`src/common/cpu_consts.svh`:
```
`ifndef CPU_CONSTS_SVH
`define CPU_CONSTS_SVH

// datapath and register file sizes
`define XLEN       32
`define REG_COUNT  32
`define REG_IDX_W  5

`define DMEM_WORDS 256
`define RESET_PC   32'h0000_0000

// addi x0, x0, 0
`define NOP_INSTR  32'h0000_0013

// rv32i major opcodes, kept subset only
`define OPC_LUI    7'b0110111
`define OPC_OPIMM  7'b0010011
`define OPC_OP     7'b0110011
`define OPC_LOAD   7'b0000011
`define OPC_STORE  7'b0100011
`define OPC_BRANCH 7'b1100011
`define OPC_JAL    7'b1101111
`define OPC_JALR   7'b1100111

`endif

```
`src/common/cpuPkg.sv`:
```
`default_nettype none

`include "cpu_consts.svh"

package cpuPkg;

  typedef logic [`XLEN-1:0]      word_t;
  typedef logic [`REG_IDX_W-1:0] regIdx_t;

  typedef enum logic [3:0] {
    ALU_ADD,  // zero value, used by bubbles
    ALU_SUB,
    ALU_AND,
    ALU_OR,
    ALU_XOR,
    ALU_SLT,
    ALU_SLL,
    ALU_SRL,
    ALU_PASSB
  } aluOp_e;

  typedef enum logic [2:0] {
    BR_NONE,
    BR_EQ,
    BR_NE,
    BR_LT,
    BR_GE,
    BR_JUMP   // jal and jalr
  } brOp_e;

  typedef enum logic [1:0] {
    WB_ALU,
    WB_LOAD,
    WB_LINK   // pc + 4
  } wbSel_e;

  ////////////////////////////////////////////////////////////////////
  // pipeline payloads

  typedef struct packed {
    aluOp_e aluOp;
    brOp_e  brOp;
    wbSel_e wbSel;
    logic   useImm;   // operand b from imm
    logic   usePc;    // operand a from pc
    logic   memRead;
    logic   memWrite;
    logic   regWrite;
  } ctrl_t;

  typedef struct packed {
    word_t pc;
    word_t instr;
  } fetchPkt_t;

  typedef struct packed {
    word_t   pc;
    regIdx_t rs1;
    regIdx_t rs2;
    regIdx_t rd;
    word_t   rs1Data;
    word_t   rs2Data;
    word_t   imm;
    ctrl_t   ctrl;
  } decPkt_t;

  typedef struct packed {
    word_t   pc;
    regIdx_t rd;
    word_t   aluResult;
    word_t   storeData;
    ctrl_t   ctrl;
  } exPkt_t;

  typedef struct packed {
    logic    valid;
    regIdx_t rd;
    word_t   data;
  } wbPkt_t;

  typedef wbPkt_t retire_t;

endpackage

`default_nettype wire

```
`src/core/fetchStage.sv`:
```
`timescale 1ns/1ps
`default_nettype none

`include "cpu_consts.svh"

module fetchStage import cpuPkg::*; (
  input  logic      clk,
  input  logic      rst,
  input  logic      stall,
  input  logic      flush,
  input  logic      redirectValid,
  input  word_t     redirectTarget,
  output word_t     imemAddr,
  input  word_t     imemData,
  output fetchPkt_t fetchOut
);

  word_t pc;
  word_t pcNext;

  // redirect wins over a load-use hold
  always_comb begin
    if (redirectValid) begin
      pcNext = redirectTarget;
    end else if (stall) begin
      pcNext = pc;
    end else begin
      pcNext = pc + word_t'(4);
    end
  end

  always_ff @(posedge clk) begin
    if (rst) begin
      pc <= `RESET_PC;
    end else begin
      pc <= pcNext;
    end
  end

  assign imemAddr = pc;  // combinational imem read

  always_ff @(posedge clk) begin
    if (rst || flush) begin
      fetchOut.instr <= `NOP_INSTR;  // wrong-path slot
    end else if (!stall) begin
      fetchOut.pc    <= pc;
      fetchOut.instr <= imemData;
    end
  end

endmodule

`default_nettype wire

```
`config.mk`:
```
export PLATFORM = sky130hd
export DESIGN_NAME = fetchStage
export DESIGN_NICKNAME = d
export VERILOG_FILES = /design/src/common/cpuPkg.sv /design/src/core/fetchStage.sv
export VERILOG_INCLUDE_DIRS = /design/src /design/src/common
export SDC_FILE = /design/constraint.sdc
export NUM_CORES = 1
export LEC_CHECK = 0
export BUFFER_PORTS_ARGS = -buffer_cell sky130_fd_sc_hd__buf_4
export CORE_UTILIZATION = 52
export CTS_CLUSTER_SIZE = 28
export DETAILED_ROUTE_END_ITERATION = 16
export GPL_TIMING_DRIVEN = 0
export PLACE_DENSITY = 0.84
export SYNTH_ARGS = -nofsm -noshare
export SYNTH_HDL_FRONTEND = slang
export SYNTH_SLANG_ARGS = --single-unit
```
`constraint.sdc`:
```
create_clock -name clk -period 6.2 [get_ports clk]
set_input_delay 0.62 -clock clk [delete_from_list [all_inputs] [get_ports clk]]
set_output_delay 0.62 -clock clk [all_outputs]
set_load 0.05 [all_outputs]
```
==> Word level (Yosys, flattened, before mapping) <==
Cells that the tools add are included.
Widths: inputs -> output; s select.
{ "totals": {"output_inout_bits": 96, "elab_cells": 11, "mem_count": 0, "register_bits": 96, "mem_bits_rw": 0, "romBits": 0, "input_bits": 69, "latchBits": 0} }
{ "classes": {"n_eq_ne": 1, "n_reduce_logical": 2, "bitwise": 2, "shift": 0, "muxes": 2, "magnitude_cmp": 0, "addsub": 1, "n_div": 0, "multipliers": 0} }
{ "op_table": {"columns": ["op", "n"], "rows": [
  ["$mux 32", 2],
  ["$add 32x3->32 const B", 1],
  ["$ne 2x1->1 const B", 1],
  ["$not 1->1", 2],
  ["$reduce_and 2->1", 1],
  ["$logic_or 1x1->1", 1]
]} }

==> Longest topological paths before layout <==
Gate-level depths: netlist of the first run.
{ "depth": {"word_depth": 3, "ltp_mapped": 6, "ltp_nobuf": 5} }

==> Least setup slack after synthesis of the first run <==
OpenSTA, ideal clock, no wires.
{ "synth_timing": {"path_kind": "input -> register", "from": "input stall", "to": "register fetchOut[32] (netlist name) (enable)", "arrival_ps": 2745, "n_path_buf": 3, "slack_ps": 3034, "setup_ps": 421, "stages": 4, "cell_sequence": "clkbuf_1 buf_1 clkbuf_1 nor2_1"} }
{ "synth_via": {"elab_chain_cells": 2} }
{ "synth_lines": {"columns": ["item", "line_no", "text"], "rows": [
  ["from (decl)", "fetchStage.sv:9", "input logic stall,"],
  ["$not 1->1 (no source line)", null, null],
  ["$reduce_and 2->1 (no source line)", null, null],
  ["to (decl)", "fetchStage.sv:15", "output fetchPkt_t fetchOut"]
]} }
No other way between the ends.
A chain may end at the register's enable or synchronous reset.

==> Final worst setup path of the first run <==
{ "layout_timing": {"from": "input stall", "to": "register fetchOut[35] (netlist name) (enable)"} }
Same word-level chain as after synthesis.

==> metrics.txt, run 1 <==
Vias/cell 5.70; outcome finished, final reports clean; Lkg Pwr 2.33 nW; reg2reg setup slack 3.87 ns; Final period util 0.384; first-pass GRT wire length 17,300 um; fraction of layout cells with a size suffix above 1 0.341; Synth Warn # 0; Compound-Gate Fraction of Synth Area 0.103; final worst clock skew 0.0158 ns; syn_nets 449; Skew-Pair Late Insertion Delay 0.35 ns; CTS max path bufs 2; DIE WIDTH 89.7 um; Max Transition Viols Final 0; Die ar. 8050 um2; I/O pin count 165; Synth Cell Area 4000 um2; simple-gate share of the synthesized area 0.191; DR vias 3,736; worst hold slack 0.473 ns; Synth cell types 45; Final min period 2.38 ns; Reg2Reg Depth 5; Async S/R FF share, synth 0; H-tree levels 3; Synth Area in XOR/XNOR 0.0219; Synth Area in Adders 0.00313; max-cap violations 0; IO Port Bufs 162; GP Congestion 0.901; largest family of logic cells by synthesized area simple AND/OR/NAND/NOR gates; FF-to-FF End imemAddr[27]$_SDFFE_PP0N_; Placed Area 5350 um2; setup violators final 0; destination of the worst hold path fetchOut[32]$_DFFE_PP_; initial antenna violation count 0; Mean Syn Cell Area 10.6 um2; post-synth top area share 0.320; Synth area leaders dfxtp_1, edfxtp_1, mux2i_1; post-CTS resize count 0; CP max FO 32; sequential cell area fraction in the yosys report 0.561; Filler Cell Count 514; most frequent cells in the layout buf_4, dfxtp_1, nor2_1, mux2i_1, edfxtp_1; Max Clk Rate 421 MHz; Worst EP required 6.17 ns; CTS clk-pin slew, worst paths 0.09 ns; Power Dens Cells 246 nW/um2; Final Power 1.37 mW; reg-to-reg startpoint imemAddr[9]$_SDFFE_PP0N_; Setup crit end kind flip-flop; Final Hold Viols 0; Overflow after GRT 0; RSZ-0062 raised after global routing no; wire per inst 16.2 um; fraction of synthesized area in multiplexers 0.0876; setup bufs post-CTS 0; largest net degree at the start of global routing 33; Design Area, Final 5560 um2; DRC viols 0; initial core utilization 0.546; setup TNS 0 ns; count of state elements after synthesis 96; leading cell type in the layout, fill and taps excluded buf_4; Area Overhead vs Synth 38.9%; hpwl dp 7870 um; Hold Startpoint imemAddr[0]$_SDFFE_PP0P_; # diodes 0; Mapped Cells 379; Slew HR 0.403; register area 2240 um2; Worst EP arrival 2.35 ns; Post-synth EDFFs 32; DR pass1 iterations 5; GRT Resource Usage Total 0.265; Die H 89.7 um; CTS tree built; number of DRC markers in iteration 0 213; vias in the first global route 3,694; Slew @ Worst Pin 0.894 ns; area occupied by multi-input gates 1640 um2; CTS root buffer clkbuf_8; Setup crit start kind input port; Peak supply drop 168 uV; CTS Buf Count 9; CTS Hold Bufs 0; number of nets in the layout 622; final WL 10,600 um; worst hold path type flip-flop to flip-flop; Cells on Worst Hold Path 0; WS Path Type input port to flip-flop; clk sinks 96; row cnt 31; post-synth top area cell dfxtp_1; ys flop type dfxtp_1; Final ANT Viol Nets 0; core area 7330 um2
==> registers in the layout, summed over array words and instances, names as in the netlist <==
| signal | cells |
|---|---|
| fetchOut | 64 |
| imemAddr | 32 |
==> cells in the mapped netlist (2+ instances only) <==
master / n
dfxtp_1: 64
nor2_1: 53
mux2i_1: 35
edfxtp_1: 32
clkbuf_1: 20
nand2_1: 18
nand4_1: 14
a211oi_1: 11
nand3_1: 11
inv_1: 10
nor4_1: 10
a311oi_1: 9
nor3_1: 8
o21ai_0: 8
a2111oi_0: 6
and3_1: 6
a21oi_1: 5
or3_1: 5
or4_1: 5
xnor2_1: 5
xor2_1: 5
o211ai_1: 4
a31oi_1: 3
and4_2: 3
buf_1: 3
nand3b_1: 3
a311o_1: 2
and3_2: 2
and4_1: 2
o31ai_1: 2
==> power breakdown <==
group	switching (mW)	internal, mW	total (mW)
logic	0.156	0.0897	0.246
clock network	0.216	0.194	0.410
registers	0.0331	0.679	0.712
total	0.405	0.962	1.37
==> metal layers <==
metal  part of all wire  wire length [um]  vias to the layer above  track usage
met5                  0                 0                        -            0
met4              0.020               209                        0        0.101
met3              0.095              1010                       21       0.0846
met2               0.50              5270                      202        0.456
met1               0.39              4130                     1740        0.307
li1                   -                 -                     1773            -
==> logic make-up after synthesis <==
kind of cell             Yosys count
XOR/XNOR                          10
multiplexers                      35
flip-flops                        96
AO/OA/AOI/OAI                     55
adder cells (fa/ha/maj)            1
buffers and inverters             35
AND/OR/NAND/NOR                  147
==> cell type report <==
| type | instances | area share |
|---|---|---|
| Buffer | 24 | 0.0164 |
| Sequential cell | 96 | 0.404 |
| Tap cell | 99 | 0.0223 |
| Inverter | 11 | 0.00743 |
| Clock buffer | 13 | 0.0324 |
| Clock inverter | 3 | 0.00405 |
| Multi-Input combinational cell | 248 | 0.295 |
| Timing Repair Buffer | 162 | 0.219 |
==> worst max-delay path by stage <==
stage / end / cells past startpoint / slack, ns / startpoint
2_1_floorplan: fetchOut[32]$_DFFE_PP_ / 4 / 3.03 / stall
3_3_place_gp: fetchOut[44]$_DFFE_PP_ / 4 / 2.23 / stall
3_5_place_dp: fetchOut[44]$_DFFE_PP_ / 4 / 3.43 / stall
4_1_cts: imemAddr[21]$_SDFFE_PP0N_ / 4 / 3.50 / imemAddr[9]$_SDFFE_PP0N_
5_1_grt: fetchOut[35]$_DFFE_PP_ / 4 / 3.68 / stall
6_report: fetchOut[35]$_DFFE_PP_ / 4 / 3.82 / stall
==> worst max-delay path, cell delays in order <==
cell	delay, ns
clkbuf_1	0.16
buf_1	0.33
clkbuf_1	0.41
nor2_4	0.80
==> stage by stage <==
step | setup WS [ns] | util | std cells
finish | 3.82 | 0.758 | 656
global route | 3.68 | 0.758 | 656
CTS | 3.50 | 0.757 | 656
detailed placement | 3.43 | 0.729 | 640
global placement | 2.23 | 0.728 | 640
floorplan | 3.03 | - | 379
Power figures use the tool's default switching activity.
==> run 2, diff against run 1 <==
--- a/config.mk
+++ b/config.mk
@@ -7,11 +7,11 @@
 export NUM_CORES = 1
 export LEC_CHECK = 0
 export BUFFER_PORTS_ARGS = -buffer_cell sky130_fd_sc_hd__buf_4
-export CORE_UTILIZATION = 52
+export CORE_UTILIZATION = 48
 export CTS_CLUSTER_SIZE = 28
 export DETAILED_ROUTE_END_ITERATION = 16
 export GPL_TIMING_DRIVEN = 0
-export PLACE_DENSITY = 0.84
+export PLACE_DENSITY = 0.78
 export SYNTH_ARGS = -nofsm -noshare
 export SYNTH_HDL_FRONTEND = slang
 export SYNTH_SLANG_ARGS = --single-unit
==> constraint.sdc (replaced) <==
create_clock -name clk -period 2.41 [get_ports clk]
set_input_delay 0.241 -clock clk [delete_from_list [all_inputs] [get_ports clk]]
set_output_delay 0.241 -clock clk [all_outputs]
set_load 0.05 [all_outputs]
==> metrics.txt, run 2 (synthesis results as in run 1) <==
CTS max path bufs 2 (unchanged); setup violators final 0 (unchanged); final worst clock skew 0.0122 ns (was 0.0158 ns); Final ANT Viol Nets 0 (unchanged); CTS Buf Count 9 (unchanged); core area 7890 um2 (was 7330 um2); WS Path Type flip-flop to flip-flop (was input port to flip-flop); row cnt 32 (was 31); max reg flops 64 (unchanged); Final Power 3.67 mW (was 1.37 mW); Die H 93.3 um (was 89.7 um); DR pass1 iterations 5 (unchanged); CTS root buffer clkbuf_8 (unchanged); Max Transition Viols Final 0 (unchanged); Slew HR 0.393 (was 0.403); Final period util 0.941; DIE WIDTH 93.3 um (was 89.7 um); Max Clk Rate 441 MHz; Filler Cell Count 593 (was 514); Setup crit start kind flip-flop (was input port); most frequent cells in the layout buf_4, dfxtp_1, nor2_1, mux2i_1, edfxtp_1 (unchanged); number of DRC markers in iteration 0 142 (was 213); Final Hold Viols 0 (unchanged); RSZ-0062 raised after global routing no (unchanged); DR vias 3,691 (was 3,736); CTS clk-pin slew, worst paths 0.10 ns (was 0.09 ns); number of nets in the layout 622 (unchanged); Slew @ Worst Pin 0.908 ns (was 0.894 ns); Worst EP required 2.68 ns (was 6.17 ns); Seq pwr share 0.499 (was 0.521); Reg2Reg Depth 5 (unchanged); CTS tree built (unchanged); Comb power frac 0.172 (was 0.180); P_int 2.64 mW (was 0.962 mW); Area Overhead vs Synth 40.5% (was 38.9%); CTS Hold Bufs 0 (unchanged); initial antenna violation count 0 (unchanged); Placed Area 5360 um2 (was 5350 um2); first-pass GRT wire length 16,800 um (was 17,300 um); initial core utilization 0.507 (was 0.546); Final min period 2.27 ns; Lkg Pwr 2.37 nW (was 2.33 nW); reg2reg setup slack 0.14 ns (was 3.87 ns); GP Congestion 0.873 (was 0.901); Setup crit end kind flip-flop (unchanged); Clk pwr share 0.329 (was 0.300); leading cell type in the layout, fill and taps excluded buf_4 (unchanged); max-cap violations 0 (unchanged); hpwl dp 8090 um (was 7870 um); Biggest register fetchOut (unchanged); outcome finished, final reports clean (unchanged); Worst EP arrival 2.54 ns (was 2.35 ns); fraction of layout cells with a size suffix above 1 0.348 (was 0.341); # diodes 0 (unchanged); CP max FO 10 (was 32); Die ar. 8700 um2 (was 8050 um2); Peak supply drop 416 uV (was 168 uV); final WL 10,900 um (was 10,600 um); switching power 1.04 mW (was 0.405 mW); H-tree levels 3 (unchanged); wire per inst 16.5 um (was 16.2 um); Cells on Worst Hold Path 3 (was 0); Overflow after GRT 0 (unchanged); Power Dens Cells 653 nW/um2 (was 246 nW/um2); Design Area, Final 5620 um2 (was 5560 um2); I/O pin count 165 (unchanged); largest net degree at the start of global routing 33 (unchanged); DRC viols 0 (unchanged); clk sinks 96 (unchanged); IO Port Bufs 162 (unchanged); vias in the first global route 3,508 (was 3,694); GRT Resource Usage Total 0.250 (was 0.265); switching share of power 0.282 (was 0.296); Skew-Pair Late Insertion Delay 0.36 ns (was 0.35 ns); Vias/cell 5.60 (was 5.70); worst hold path type input port to flip-flop (was flip-flop to flip-flop)
run 2: final timing paths:
| kind | start | end |
|---|---|---|
| worst min register to register | imemAddr[0]$_SDFFE_PP0P_ | fetchOut[32]$_DFFE_PP_ |
| worst max register to register | imemAddr[11]$_SDFFE_PP0N_ | imemAddr[27]$_SDFFE_PP0N_ |
| worst max-delay path | imemAddr[11]$_SDFFE_PP0N_ | imemAddr[27]$_SDFFE_PP0N_ |
| worst min-delay path | imemData[0] | fetchOut[0]$_SDFFE_PP1N_ |
run 2: area by class of cell:
cell class                 instances  area [um2]  share of cell area
buffer                            24        91.3              0.0162
clock inverter                     1        8.76             0.00156
tap                              102         128              0.0227
timing repair buffer             162        1220               0.216
multi-input combinational        248        1650               0.293
sequential                        96        2250               0.400
inverter                          11        41.3             0.00734
clock buffer                      15         241              0.0430
run 2: critical path, cell delays in order (launching register included):
cell and delay, ns:
dfxtp_1 0.44, nand4_1 0.30, or4_1 0.48, buf_2 0.19, or4_1 0.50, a311oi_1 0.25
run 2: power groups by stage:
stage                     Sequential (mW)  Clock [mW]  Combinational (mW)
after floorplan                      2.09           0               0.158
after global placement               1.86           0               0.623
after global routing                 1.84        1.28               0.669
after CTS                            1.83        1.22               0.635
final                                1.83        1.21               0.632
after detailed placement             1.87           0               0.634
run 2: what timing repair did:
action | 4_1_cts | 5_1_grt
resized for setup | 0 | 1
buffers inserted | 0 | 0
endpoints found under the hold margin | 0 | 0
endpoints found under the setup margin | 0 | 1
run 2: per-stage QoR:
step | hold slack (ns) | utilization | setup slack [ns] | TNS (ns) | cells
4_1_cts | 0.0778 | 0.712 | 0.210 | 0 | 659
5_1_grt | 0.0894 | 0.713 | 0.0154 | 0 | 659
2_1_floorplan | 0.356 | - | 0.0155 | 0 | 379
3_5_place_dp | 0.456 | 0.680 | -0.0256 | -0.744 | 643
6_report | 0.0846 | 0.713 | 0.142 | 0 | 659
3_3_place_gp | 0.450 | 0.679 | -0.452 | -14.41 | 643
run 2: per-layer routing:
| metal | wire length, um | GRT usage | part of all wire |
|---|---|---|---|
| met1 | 4360 | 0.290 | 0.40 |
| met4 | 270 | 0.124 | 0.025 |
| met5 | 0 | 0 | 0 |
| met2 | 5330 | 0.428 | 0.49 |
| met3 | 895 | 0.0610 | 0.082 |
==> run 3, diff against run 2 <==
--- a/config.mk
+++ b/config.mk
@@ -6,8 +6,9 @@
 export SDC_FILE = /design/constraint.sdc
 export NUM_CORES = 1
 export LEC_CHECK = 0
+export ABC_AREA = 1
 export BUFFER_PORTS_ARGS = -buffer_cell sky130_fd_sc_hd__buf_4
-export CORE_UTILIZATION = 48
+export CORE_UTILIZATION = 49
 export CTS_CLUSTER_SIZE = 28
 export DETAILED_ROUTE_END_ITERATION = 16
 export GPL_TIMING_DRIVEN = 0
==> metrics.txt, run 3 <==
Mapped Cells 551 (was 379); CTS Hold Bufs 0 (unchanged); Vias/cell 5.10 (was 5.60); met3 wire len 1040 um (was 895 um); setup violators final 0 (unchanged); Area Overhead vs Synth 37.2% (was 40.5%); leading cell type in the layout, fill and taps excluded nand2_1 (was buf_4); count of state elements after synthesis 96 (unchanged); CTS Buf Count 9 (unchanged); worst hold path type input port to flip-flop (unchanged); Die H 95.6 um (was 93.3 um); Reg2Reg Depth 9 (was 5); final worst clock skew 0.0113 ns (was 0.0122 ns); slowest stage cell, crit path nor2_4 (was or4_1); Slew @ Worst Pin 0.922 ns (was 0.908 ns); largest net degree at the start of global routing 33 (unchanged); top cells by count, synth nand2_1, dfxtp_1, inv_1 (was dfxtp_1, nor2_1, mux2i_1); most used cell, CP clkbuf_1 (was or4_1); initial antenna violation count 0 (unchanged); destination of the worst hold path fetchOut[0]$_SDFFE_PP1N_ (unchanged); setup ws final 0.485 ns (was 0.142 ns); worst path cell trace clkbuf_1 > nor2_1 > inv_1 > clkbuf_1 > nor2_4 (was nand4_1 > or4_1 > buf_2 > or4_1 > a311oi_1); GRT Resource Usage Total 0.269 (was 0.250); Metal-1 WL 4890 um (was 4360 um); CP max stage delay 0.75 ns (was 0.50 ns); post-synth top area cell dfxtp_1 (unchanged); post-synth top area share 0.298 (was 0.320); row cnt 33 (was 32); Worst EP arrival 1.92 ns (was 2.54 ns); initial core utilization 0.515 (was 0.507); final WL 12,100 um (was 10,900 um); Overflow after GRT 0 (unchanged); Skew-Pair Late Insertion Delay 0.37 ns (was 0.36 ns); Final ANT Viol Nets 0 (unchanged); worst hold slack 0.0750 ns (was 0.0846 ns); first-pass GRT wire length 18,700 um (was 16,800 um); most frequent cells in the layout nand2_1, buf_4, dfxtp_1, inv_1, a21oi_1 (was buf_4, dfxtp_1, nor2_1, mux2i_1, edfxtp_1); Worst EP required 2.40 ns (was 2.68 ns); Async S/R FF share, synth 0 (unchanged); Placement Setup Slack 0.0562 ns (was -0.0256 ns); DR vias 4,255 (was 3,691); Lkg Pwr 2.55 nW (was 2.37 nW); Power Dens Cells 618 nW/um2 (was 653 nW/um2); CP max FO 32 (was 10); Die ar. 9140 um2 (was 8700 um2); post-CTS resize count 0 (unchanged); max-cap violations 0 (unchanged); max reg flops 64 (unchanged); dominant cell by count in the synthesized netlist nand2_1 (was dfxtp_1); Cells on Worst Hold Path 3 (unchanged); sequential cell area fraction in the yosys report 0.522 (was 0.561); DRC viols 0 (unchanged); Mean Syn Cell Area 7.79 um2 (was 10.6 um2); DIE WIDTH 95.6 um (was 93.3 um); reg-to-reg startpoint imemAddr[2]$_SDFFE_PP0N_ (was imemAddr[11]$_SDFFE_PP0N_); Final Power 3.64 mW (was 3.67 mW); CTS max path bufs 2 (unchanged); Placed Area 5660 um2 (was 5360 um2); Setup crit start kind input port (was flip-flop); Synth cell types 28 (was 45); metal2 WL 5820 um (was 5330 um); fraction of layout cells with a size suffix above 1 0.284 (was 0.348); number of DRC markers in iteration 0 214 (was 142); Synth area leaders dfxtp_1, edfxtp_1, nand2_1 (was dfxtp_1, edfxtp_1, mux2i_1); CTS root buffer clkbuf_8 (unchanged); setup bufs post-CTS 0 (unchanged); Synth Cell Area 4290 um2 (was 4000 um2); syn_nets 621 (was 449); ys flop type dfxtp_1 (unchanged); Slew HR 0.384 (was 0.393); Max Transition Viols Final 0 (unchanged); IO Port Bufs 163 (was 162); final core occ 0.706 (was 0.713); FF-to-FF End imemAddr[24]$_SDFFE_PP0N_ (was imemAddr[27]$_SDFFE_PP0N_); Final Hold Viols 0 (unchanged); GP Congestion 0.911 (was 0.873); Filler Cell Count 679 (was 593); Max Clk Rate 520 MHz (was 441 MHz); number of nets in the layout 795 (was 622); outcome finished, final reports clean (unchanged); Synth Warn # 0 (unchanged); Final period util 0.799 (was 0.941); DR pass1 iterations 5 (unchanged); vias in the first global route 4,053 (was 3,508); RSZ-0062 raised after global routing no (unchanged); Final min period 1.92 ns (was 2.27 ns); H-tree levels 3 (unchanged); I/O pin count 165 (unchanged); Post-synth EDFFs 32 (unchanged); WS Path Type input port to flip-flop (was flip-flop to flip-flop); Design Area, Final 5890 um2 (was 5620 um2); # diodes 0 (unchanged); core area 8340 um2 (was 7890 um2); reg2reg setup slack 0.64 ns (was 0.14 ns); CTS clk-pin slew, worst paths 0.09 ns (was 0.10 ns); Biggest register fetchOut (unchanged); DR top layer met4 (unchanged); Setup crit end kind flip-flop (unchanged); CTS tree built (unchanged); wire per inst 14.5 um (was 16.5 um); hpwl dp 9130 um (was 8090 um); clk sinks 96 (unchanged); Peak supply drop 392 uV (was 416 uV); Hold Startpoint imemData[0] (unchanged)
==> run 3: cell types whose count changed after synthesis, moves of 23 or more <==
cell,previous run,this run
a21oi_1,5,53
inv_1,10,57
mux2i_1,35,0
o21ai_0,8,31
nand3_1,11,39
nand2_1,18,175
==> run 3: stage by stage <==
step	setup TNS, ns	std cells
after floorplan	0	551
after global placement	-11.55	819
after detailed placement	0	819
after CTS	0	835
after global routing	0	835
final	0	835
==> run 3: power breakdown <==
part	switching (mW)	internal (mW)
Clock	0.584	0.609
Sequential	0.0701	1.74
Combinational	0.418	0.215
Total	1.07	2.57
==> run 3: per-layer routing <==
layer / track usage / up-vias
met3: 0.0710 / 30
met4: 0.123 / 0
met1: 0.321 / 1918
li1: - / 2124
met5: 0 / -
met2: 0.452 / 183
==> run 3: layout make-up <==
| cell class | count | area [um2] | share of cell area |
|---|---|---|---|
| inverters | 59 | 221 | 0.0376 |
| clock inverters | 4 | 56.3 | 0.00956 |
| well taps | 105 | 131 | 0.0223 |
| flip-flops and latches | 96 | 2240 | 0.381 |
| plain buffers | 21 | 92.6 | 0.0157 |
| repair buffers | 163 | 1220 | 0.208 |
| multi-input cells | 375 | 1740 | 0.296 |
| clock buffers | 12 | 176 | 0.0300 |
==> run 3: worst max-delay path by stage <==
stage	start	end	slack, ns	cells past startpoint
after floorplan	rst	fetchOut[32]$_DFFE_PP_	0.29	5
after global placement	rst	fetchOut[42]$_DFFE_PP_	-0.36	5
after detailed placement	rst	fetchOut[61]$_DFFE_PP_	0.06	5
after CTS	rst	fetchOut[45]$_DFFE_PP_	0.44	5
after global routing	rst	fetchOut[48]$_DFFE_PP_	0.26	5
final	rst	fetchOut[41]$_DFFE_PP_	0.49	5
==> run 3: worst max-delay path: cells and delay by family <==
kind	cells	cell delay (ns)
AND/OR/NAND/NOR	2	1.03
buffers and inverters	3	0.61
==> run 3: cell families (layout without fill, tap and decap cells) <==
logic type | count (synthesis) | in the layout | share of synthesized area
xor+xnor | 5 | 5 | 0.0102
simple gates | 275 | 275 | 0.279
fa+ha+maj | 1 | 1 | 0.00291
buf+inv | 80 | 259 | 0.0732
flops | 96 | 96 | 0.522
compound gates | 94 | 94 | 0.112
